File: src/hw/ledger_pkg.sv
// Ledger sizes, opening balance, key generator constants, op and status codes, transaction structs

package ledger_pkg;

	localparam int NUM_ACCOUNTS = 8;
	localparam int ACCOUNT_BITS = $clog2(NUM_ACCOUNTS);
	localparam int AMOUNT_BITS = 8;
	localparam int KEY_BITS = 8;
	localparam int LFSR_BITS = 16;

	typedef logic [ACCOUNT_BITS-1:0] account_t;
	typedef logic [AMOUNT_BITS-1:0] amount_t; // Unsigned money and balance
	typedef logic [KEY_BITS-1:0] key_t;
	typedef logic [LFSR_BITS-1:0] lfsr_t;

	localparam amount_t OPENING_BALANCE = 8'd100;

	// Galois LFSR for the key table
	localparam lfsr_t KEY_SEED = 16'hACE1;
	localparam lfsr_t KEY_MASK = 16'hB400;

	typedef enum logic [1:0]
	{
		op_query = 2'd0,
		op_withdraw = 2'd1,
		op_deposit = 2'd2
	} op_t;

	typedef enum logic [1:0]
	{
		st_ok = 2'd0,
		st_bad_key = 2'd1,
		st_insufficient = 2'd2, // Withdrawal larger than balance
		st_overflow = 2'd3 // Deposit sum above 255
	} status_t;

	// 21 bits
	typedef struct packed
	{
		op_t op;
		account_t account;
		amount_t amount;
		key_t key;
	} txn_t;

	// 13 bits
	typedef struct packed
	{
		account_t account;
		status_t status;
		amount_t balance;
	} result_t;

	// Payload between verify and commit
	typedef struct packed
	{
		result_t res;
		logic write; // Balance must be written back
		logic valid;
	} stage_t;

endpackage
File: src/hw/ledger_top.sv
// Ledger top level with the key generator, key and balance stores and the three-stage pipeline

module ledger_top
	import ledger_pkg::*;
(
	input logic clock,
	input logic reset,
	input logic txn_valid,
	input txn_t txn,
	output logic ready,
	output logic result_valid,
	output result_t result
);

	// Initialization
	logic init_write;
	account_t init_account;
	key_t init_key;
	logic init_done;

	// Store reads
	account_t read_account;
	key_t stored_key;
	amount_t stored_balance;

	// Balance write port
	logic balance_write;
	account_t balance_account;
	amount_t balance_data;

	// Pipeline
	logic lookup_valid;
	txn_t lookup_txn;
	stage_t verify_stage;
	stage_t commit_stage;

	key_table_gen u_key_table_gen (
		.clock(clock),
		.reset(reset),
		.init_write(init_write),
		.init_account(init_account),
		.init_key(init_key),
		.init_done(init_done)
	);

	account_store #(.entry_t(key_t)) u_key_store (
		.clock(clock),
		.write(init_write),
		.write_account(init_account),
		.write_data(init_key),
		.read_account(read_account),
		.read_data(stored_key)
	);

	account_store #(.entry_t(amount_t)) u_balance_store (
		.clock(clock),
		.write(balance_write),
		.write_account(balance_account),
		.write_data(balance_data),
		.read_account(read_account),
		.read_data(stored_balance)
	);

	txn_lookup u_txn_lookup (
		.clock(clock),
		.reset(reset),
		.init_done(init_done),
		.txn_valid(txn_valid),
		.txn(txn),
		.ready(ready),
		.read_account(read_account),
		.lookup_valid(lookup_valid),
		.lookup_txn(lookup_txn)
	);

	txn_verify u_txn_verify (
		.clock(clock),
		.reset(reset),
		.lookup_valid(lookup_valid),
		.lookup_txn(lookup_txn),
		.stored_key(stored_key),
		.stored_balance(stored_balance),
		.commit_stage(commit_stage),
		.verify_stage(verify_stage)
	);

	txn_commit u_txn_commit (
		.clock(clock),
		.reset(reset),
		.init_done(init_done),
		.init_write(init_write),
		.init_account(init_account),
		.verify_stage(verify_stage),
		.commit_stage(commit_stage),
		.balance_write(balance_write),
		.balance_account(balance_account),
		.balance_data(balance_data),
		.result_valid(result_valid),
		.result(result)
	);

endmodule

File: src/hw/txn_commit.sv
// Third pipeline stage with the balance write port and the result output

module txn_commit
	import ledger_pkg::*;
(
	input logic clock,
	input logic reset,
	input logic init_done,
	input logic init_write,
	input account_t init_account,
	input stage_t verify_stage,
	output stage_t commit_stage,
	output logic balance_write,
	output account_t balance_account,
	output amount_t balance_data,
	output logic result_valid,
	output result_t result
);

	result_t res_q;
	logic write_q;
	logic valid_q;

	always_ff @(posedge clock)
	begin
		if (reset)
		begin
			valid_q <= 1'b0;
		end
		else
		begin
			valid_q <= verify_stage.valid;
		end
	end

	always_ff @(posedge clock)
	begin
		res_q <= verify_stage.res;
		write_q <= verify_stage.write;
	end

	assign commit_stage = '{res: res_q, write: write_q, valid: valid_q};

	// Generator owns the port until the key table is complete
	always_comb
	begin
		if (!init_done)
		begin
			balance_write = init_write;
			balance_account = init_account;
			balance_data = OPENING_BALANCE;
		end
		else
		begin
			balance_write = valid_q && write_q;
			balance_account = res_q.account;
			balance_data = res_q.balance;
		end
	end

	assign result_valid = valid_q;
	assign result = res_q;

	// Nothing may be in flight while init writes own the balances
	a_idle_during_init: assert property (@(posedge clock) disable iff (reset)
		!init_done |-> !verify_stage.valid && !valid_q);

endmodule

File: src/hw/txn_verify.sv
// Second pipeline stage with balance forwarding, key check, arithmetic and status

module txn_verify
	import ledger_pkg::*;
(
	input logic clock,
	input logic reset,
	input logic lookup_valid,
	input txn_t lookup_txn,
	input key_t stored_key,
	input amount_t stored_balance,
	input stage_t commit_stage,
	output stage_t verify_stage
);

	amount_t balance; // Current balance after forwarding
	logic [AMOUNT_BITS:0] sum; // Carry bit flags overflow
	logic key_ok;
	result_t next_res;
	logic next_write;

	result_t stage_res;
	logic stage_write;
	logic stage_valid;

	// Writes still in flight are newer than the store
	// Own register is one transaction back and commit two back
	always_comb
	begin
		if (stage_valid && stage_write && (stage_res.account == lookup_txn.account))
		begin
			balance = stage_res.balance;
		end
		else if (commit_stage.valid && commit_stage.write
			&& (commit_stage.res.account == lookup_txn.account))
		begin
			balance = commit_stage.res.balance;
		end
		else
		begin
			balance = stored_balance; // Write-first store covers three back
		end
	end

	assign key_ok = (lookup_txn.key == stored_key);
	assign sum = {1'b0, balance} + {1'b0, lookup_txn.amount};

	always_comb
	begin
		next_res.account = lookup_txn.account;
		next_res.status = st_ok;
		next_res.balance = balance;
		next_write = 1'b0;
		if (!key_ok)
		begin
			next_res.status = st_bad_key;
			next_res.balance = '0; // Hide the balance
		end
		else if (lookup_txn.op == op_withdraw)
		begin
			if (lookup_txn.amount > balance)
			begin
				next_res.status = st_insufficient;
			end
			else
			begin
				next_res.balance = balance - lookup_txn.amount;
				next_write = 1'b1;
			end
		end
		else if (lookup_txn.op == op_deposit)
		begin
			if (sum[AMOUNT_BITS])
			begin
				next_res.status = st_overflow;
			end
			else
			begin
				next_res.balance = sum[AMOUNT_BITS-1:0];
				next_write = 1'b1;
			end
		end
	end

	always_ff @(posedge clock)
	begin
		if (reset)
		begin
			stage_valid <= 1'b0;
		end
		else
		begin
			stage_valid <= lookup_valid;
		end
	end

	always_ff @(posedge clock)
	begin
		stage_res <= next_res;
		stage_write <= next_write;
	end

	assign verify_stage = '{res: stage_res, write: stage_write, valid: stage_valid};

	// Only a good withdrawal or deposit may touch the balance store
	a_write_needs_ok: assert property (@(posedge clock) disable iff (reset)
		lookup_valid ##1 (stage_valid && stage_write) |->
		(stage_res.status == st_ok) && ($past(lookup_txn.op) != op_query));

endmodule

File: src/hw/txn_lookup.sv
// First pipeline stage that accepts transactions after init and addresses both stores

module txn_lookup
	import ledger_pkg::*;
(
	input logic clock,
	input logic reset,
	input logic init_done,
	input logic txn_valid,
	input txn_t txn,
	output logic ready,
	output account_t read_account,
	output logic lookup_valid,
	output txn_t lookup_txn
);

	logic accept;

	assign ready = init_done;
	assign accept = txn_valid && ready; // Strobes during init are dropped

	// Store data lands together with lookup_txn
	assign read_account = txn.account;

	always_ff @(posedge clock)
	begin
		if (reset)
		begin
			lookup_valid <= 1'b0;
		end
		else
		begin
			lookup_valid <= accept;
		end
	end

	always_ff @(posedge clock)
	begin
		if (accept)
		begin
			lookup_txn <= txn;
		end
	end

	// The outside must wait for ready after every reset
	a_valid_only_when_ready: assert property (@(posedge clock) disable iff (reset)
		txn_valid |-> ready);

endmodule

File: src/hw/key_table_gen.sv
// Key table generator with a Galois LFSR that walks all accounts after reset and flags init done

module key_table_gen
	import ledger_pkg::*;
(
	input logic clock,
	input logic reset,
	output logic init_write,
	output account_t init_account,
	output key_t init_key,
	output logic init_done
);

	lfsr_t lfsr;
	lfsr_t lfsr_next;
	account_t count; // Next account to write
	logic last_written;

	// Shift right and fold in the mask when a one falls out
	always_comb
	begin
		if (lfsr[0])
		begin
			lfsr_next = (lfsr >> 1) ^ KEY_MASK;
		end
		else
		begin
			lfsr_next = lfsr >> 1;
		end
	end

	assign last_written = init_write && (init_account == account_t'(NUM_ACCOUNTS - 1));

	always_ff @(posedge clock)
	begin
		if (reset)
		begin
			lfsr <= KEY_SEED;
			count <= '0;
			init_write <= 1'b0;
			init_done <= 1'b0;
		end
		else if (!init_done)
		begin
			if (last_written)
			begin
				init_write <= 1'b0;
				init_done <= 1'b1; // Held until the next reset
			end
			else
			begin
				lfsr <= lfsr_next;
				count <= count + 1'b1;
				init_write <= 1'b1;
			end
		end
	end

	// Key is the low byte of the state after this account's step
	always_ff @(posedge clock)
	begin
		if (!init_done && !last_written)
		begin
			init_account <= count;
			init_key <= lfsr_next[KEY_BITS-1:0];
		end
	end

	a_no_write_after_done: assert property (@(posedge clock) disable iff (reset)
		init_done |-> !init_write);

endmodule

File: src/hw/account_store.sv
// Per-account storage with one write port and a registered write-first read port

module account_store
	import ledger_pkg::*;
#(
	parameter type entry_t = logic [7:0]
)
(
	input logic clock,
	input logic write,
	input account_t write_account,
	input entry_t write_data,
	input account_t read_account,
	output entry_t read_data
);

	entry_t entries [NUM_ACCOUNTS];

	always_ff @(posedge clock)
	begin
		if (write)
		begin
			entries[write_account] <= write_data;
		end
	end

	// Registered read where a write to the same account wins
	always_ff @(posedge clock)
	begin
		if (write && (write_account == read_account))
		begin
			read_data <= write_data; // Bypass the array
		end
		else
		begin
			read_data <= entries[read_account];
		end
	end

endmodule

File: config.mk
export PLATFORM = sky130hd
export DESIGN_NAME = ledger_top
export DESIGN_NICKNAME = d
export VERILOG_FILES = /design/src/hw/ledger_pkg.sv /design/src/hw/ledger_top.sv /design/src/hw/txn_commit.sv /design/src/hw/txn_verify.sv /design/src/hw/txn_lookup.sv /design/src/hw/key_table_gen.sv /design/src/hw/account_store.sv
export SDC_FILE = /design/constraint.sdc
export NUM_CORES = 1
export LEC_CHECK = 0
export ABC_AREA = 1
export BUFFER_PORTS_ARGS = -buffer_cell sky130_fd_sc_hd__buf_2
export CAP_MARGIN = 20
export CORE_MARGIN = 2
export CORE_UTILIZATION = 65
export DETAILED_ROUTE_END_ITERATION = 10
export HOLD_SLACK_MARGIN = 0.12
export PLACE_DENSITY_LB_ADDON = 0.3
export REMOVE_ABC_BUFFERS = 1
export SYNTH_ARGS = -nofsm -noshare
export SYNTH_HDL_FRONTEND = slang
export SYNTH_SLANG_ARGS = --single-unit
File: constraint.sdc
create_clock -name clock -period 4.9 [get_ports clock]
set_input_delay 0.245 -clock clock [delete_from_list [all_inputs] [get_ports clock]]
set_output_delay 0.245 -clock clock [all_outputs]
set_load 0.01 [all_outputs]
==> impl_metrics.toml <==
[run_status]
outcome = "complete, but fails checks"
violations = "DRC"

[worst_setup_path]
path_delay_family = "simple AND/OR/NAND/NOR gates"
cp.required_ns = 5.28
cp_num_buf_inv = 3
slowest_stage = "buf_4"
worstPathArrival_ns = 4.28
cp-start-kind = "flip-flop"
rr_worst_depth = 20
critical_path_cell_count = 20
path_class = "flip-flop to flip-flop"
critPathMaxFanout = 67
crit_chain = "buf_4 > nand2_1 > nand2_1 > nor2_1 > a211oi_1 > nor2_1 > nand2_1 > nand3_1 > o21ai_1 > inv_1 > fa_1 > nor2_1 > o21ai_0 > nand2_1 > nand4_1 > nand3_1 > inv_1 > or2_2 > a21oi_1 > nor2_1"
worst_setup_path_end_kind = "flip-flop"
critical_path.max_stage_delay_ns = 0.54

[clocking]
cts_tree = "built"
cts_buffers = 22
ctsResizeCount = 0
cts_setup_buffers = 0
ctsRootBufferMaster = "clkbuf_16"
clk_pin_slew_ns = 0.06
clockBufferDepth = 3
h-tree-depth = 1
cts_sinks = 215
insertion_delay_ns = 0.50

[global_routing]
grt_max_degree = 68
antenna_found_initial = 0
grt_pass1_vias = 6213
overflow = 0
grt_pass1_wl_um = 31500
grt_usage_pct = 27.8

[timing]
holdWs_ns = 0.348
slew_headroom_pct = 33.6
tns_ns = 0
fin_crit_ns = 3.91
fmax_mhz = 256
setup_viol = 0
layout_worst_path_cycle_share_pct = 79.7
timing.final.ws_setup_ns = 0.993
finalHoldViolCount = 0
skew_ns = 0.0123
worst_slew_pin_slew_ns = 0.993
slew_violations = 0
rsz0062_at_grt = "no"

[floorplanning]
die_x_um = 121
fp-row-count = 42
die-height_um = 121
fp.coreArea_mm2 = 0.0133
initial_core_util_pct = 67.1
num_io_pins = 39
dieArea_mm2 = 0.0147

[routing]
via_count = 6341
viasPerCell = 5.80
routedWlPerCell_um = 18.4
drt_wl_total_um = 20100
postRouteAntennaNets = 0
drt_iter0_markers = 765
dr.pass1.iters = 9
route.detailed.drc = 1

[placement]
dpl_cell_area_mm2 = 0.00924
numPortBuffers = 38
gp_congestion = 0.875
pre_cts_ws_ns = 1.15
dpl.hpwl_um = 12300

[pwr]
p_leak_nw = 4.06
power.density_mw_per_mm2 = 391
power_w = 0.00398
ir_worst_vdd_v = 0.000313

[run]
maxCapViolCount = 0

[worst_hold_path]
worstHoldPathCells = 0
worst_hold_path_type = "flip-flop to flip-flop"

[synthesis]
synth_top_cell_by_area = "edfxtp_1"
synth_cells = 841
synth.distinct_cells = 32
syn_area_per_cell_um2 = 10.6
ys_seq_elements = 215
synth_top_area_share_pct = 53.9
yosysSeqAreaShare_pct = 66.2
synth_warnings = 0
syn_area_mm2 = 0.00892
synth_area_leaders = "edfxtp_1 (54%), dfxtp_1 (12%), nand2_1 (6.9%)"

[layout]
stdcell_area_mm2 = 0.0102
nNetsFinal = 945
num_antenna_cells = 0
syn2layout_area_growth_pct = 14.2
drive_above_1_share_pct = 9.59
[through the flow]
step           util [%]  instances
2_1_floorplan         -        808
3_3_place_gp       69.5       1030
3_5_place_dp       69.5       1030
4_1_cts            76.6       1093
5_1_grt            76.6       1094
6_report           76.6       1094
[per-layer routing]
layer	global-route usage [%]	vias up	part of all wire, %
li1	-	2982	-
met3	4.75	41	8.5
met2	46.6	331	49
met4	8.55	0	1.9
met1	37.7	2987	40
met5	0	-	0
[cells in the final DEF (no fill, tap or decap), types with 16 or more instances in the layout]
master         netlist  final
clkbuf_16            0     23
a21oi_1             38     38
inv_1               76     76
dfxtp_1             55     54
nor2_1             106    105
nand2_1            164    164
edfxtp_1           160    160
nand3_1             51     51
ha_1                16     16
o21ai_0             70     70
dlygate4sd3_1        0     24
buf_2               15     38
[cells in the mapped netlist (all sizes together)]
cell type  instances
nand2            165
edfxtp           160
nor2             106
inv               77
o21ai             77
dfxtp             55
nand3             51
a21oi             38
buf               18
ha                16
clkbuf            15
xor2              12
o221ai             8
o22ai              7
xnor2              7
or2                5
o211ai             4
a211oi             3
nor3               3
a221oi             2
a22oi              2
fa                 2
nand4              2
o21bai             2
a31oi              1
clkinv             1
nor4               1
o311ai             1
[cells by family after synthesis]
logic type	count (synthesis)	share of synthesized area, %
adders and majority gates	18	2.69
AOI/OAI and AO/OA	145	9.02
DFF	215	66.2
buffers and inverters	111	5.01
xor gates and xnor gates	19	1.87
and+or+nand+nor	333	15.2
[worst register-to-register path: cells and delay by family, from the launching register on]
kind | cells | cell delay (ns)
AOI/OAI and AO/OA | 4 | 0.68
buffers and inverters | 3 | 0.85
and+or+nand+nor | 12 | 1.45
DFF | 1 | 0.34
adders and majority gates | 1 | 0.46
[path summary, 6_finish.rpt]
kind | from | end | slack (ns)
worst max-delay path | flip-flop | u_txn_verify.verify_stage[8]$_SDFF_PP0_ | 0.99
worst min-delay path | u_txn_verify.verify_stage[4]$_SDFF_PP0_ | u_txn_commit.commit_stage[4]$_DFF_P_ | 0.35
worst max register to register | flip-flop | u_txn_verify.verify_stage[8]$_SDFF_PP0_ | 0.99
worst min register to register | u_txn_verify.verify_stage[4]$_SDFF_PP0_ | u_txn_commit.commit_stage[4]$_DFF_P_ | 0.35
[registers in the layout, summed over array words and instances, names as in the netlist, named ones only]
name and flops:
u_balance_store.entries 64, u_key_store.entries 64, u_key_table_gen.count 3, u_key_table_gen.init_account 3
u_key_table_gen.init_done 1, u_key_table_gen.init_key 8, u_key_table_gen.init_write 1, u_key_table_gen.lfsr 16
u_txn_commit.commit_stage 13, u_txn_commit.result_valid 1, u_txn_commit.write_q 1, u_txn_lookup.lookup_txn 21
u_txn_lookup.lookup_valid 1, u_txn_verify.stage_valid 1, u_txn_verify.stage_write 1, u_txn_verify.verify_stage 13
[where the power goes]
group / switching [W] / internal (W) / total (W)
Clock: 0.000666 / 0.000964 / 0.00163
Combinational: 0.000198 / 0.000103 / 0.000301
Sequential: 0.0000341 / 0.00201 / 0.00205
Total: 0.000898 / 0.00308 / 0.00398
[cell type report]
| type | instances | area, um^2 |
|---|---|---|
| flip-flops and latches | 215 | 5910 |
| inverters | 78 | 293 |
| multi-input cells | 515 | 2570 |
| clock buffers | 28 | 594 |
| fillers | 839 | 3110 |
| repair buffers | 71 | 498 |
| well taps | 176 | 220 |
| clock inverters | 11 | 106 |
[what timing repair did]
item | in CTS | in global routing
endpoints found under the setup margin | 0 | 0
endpoints found under the hold margin | 32 | 0
hold buffers | 24 | 0
Power figures use the tool's default switching activity.
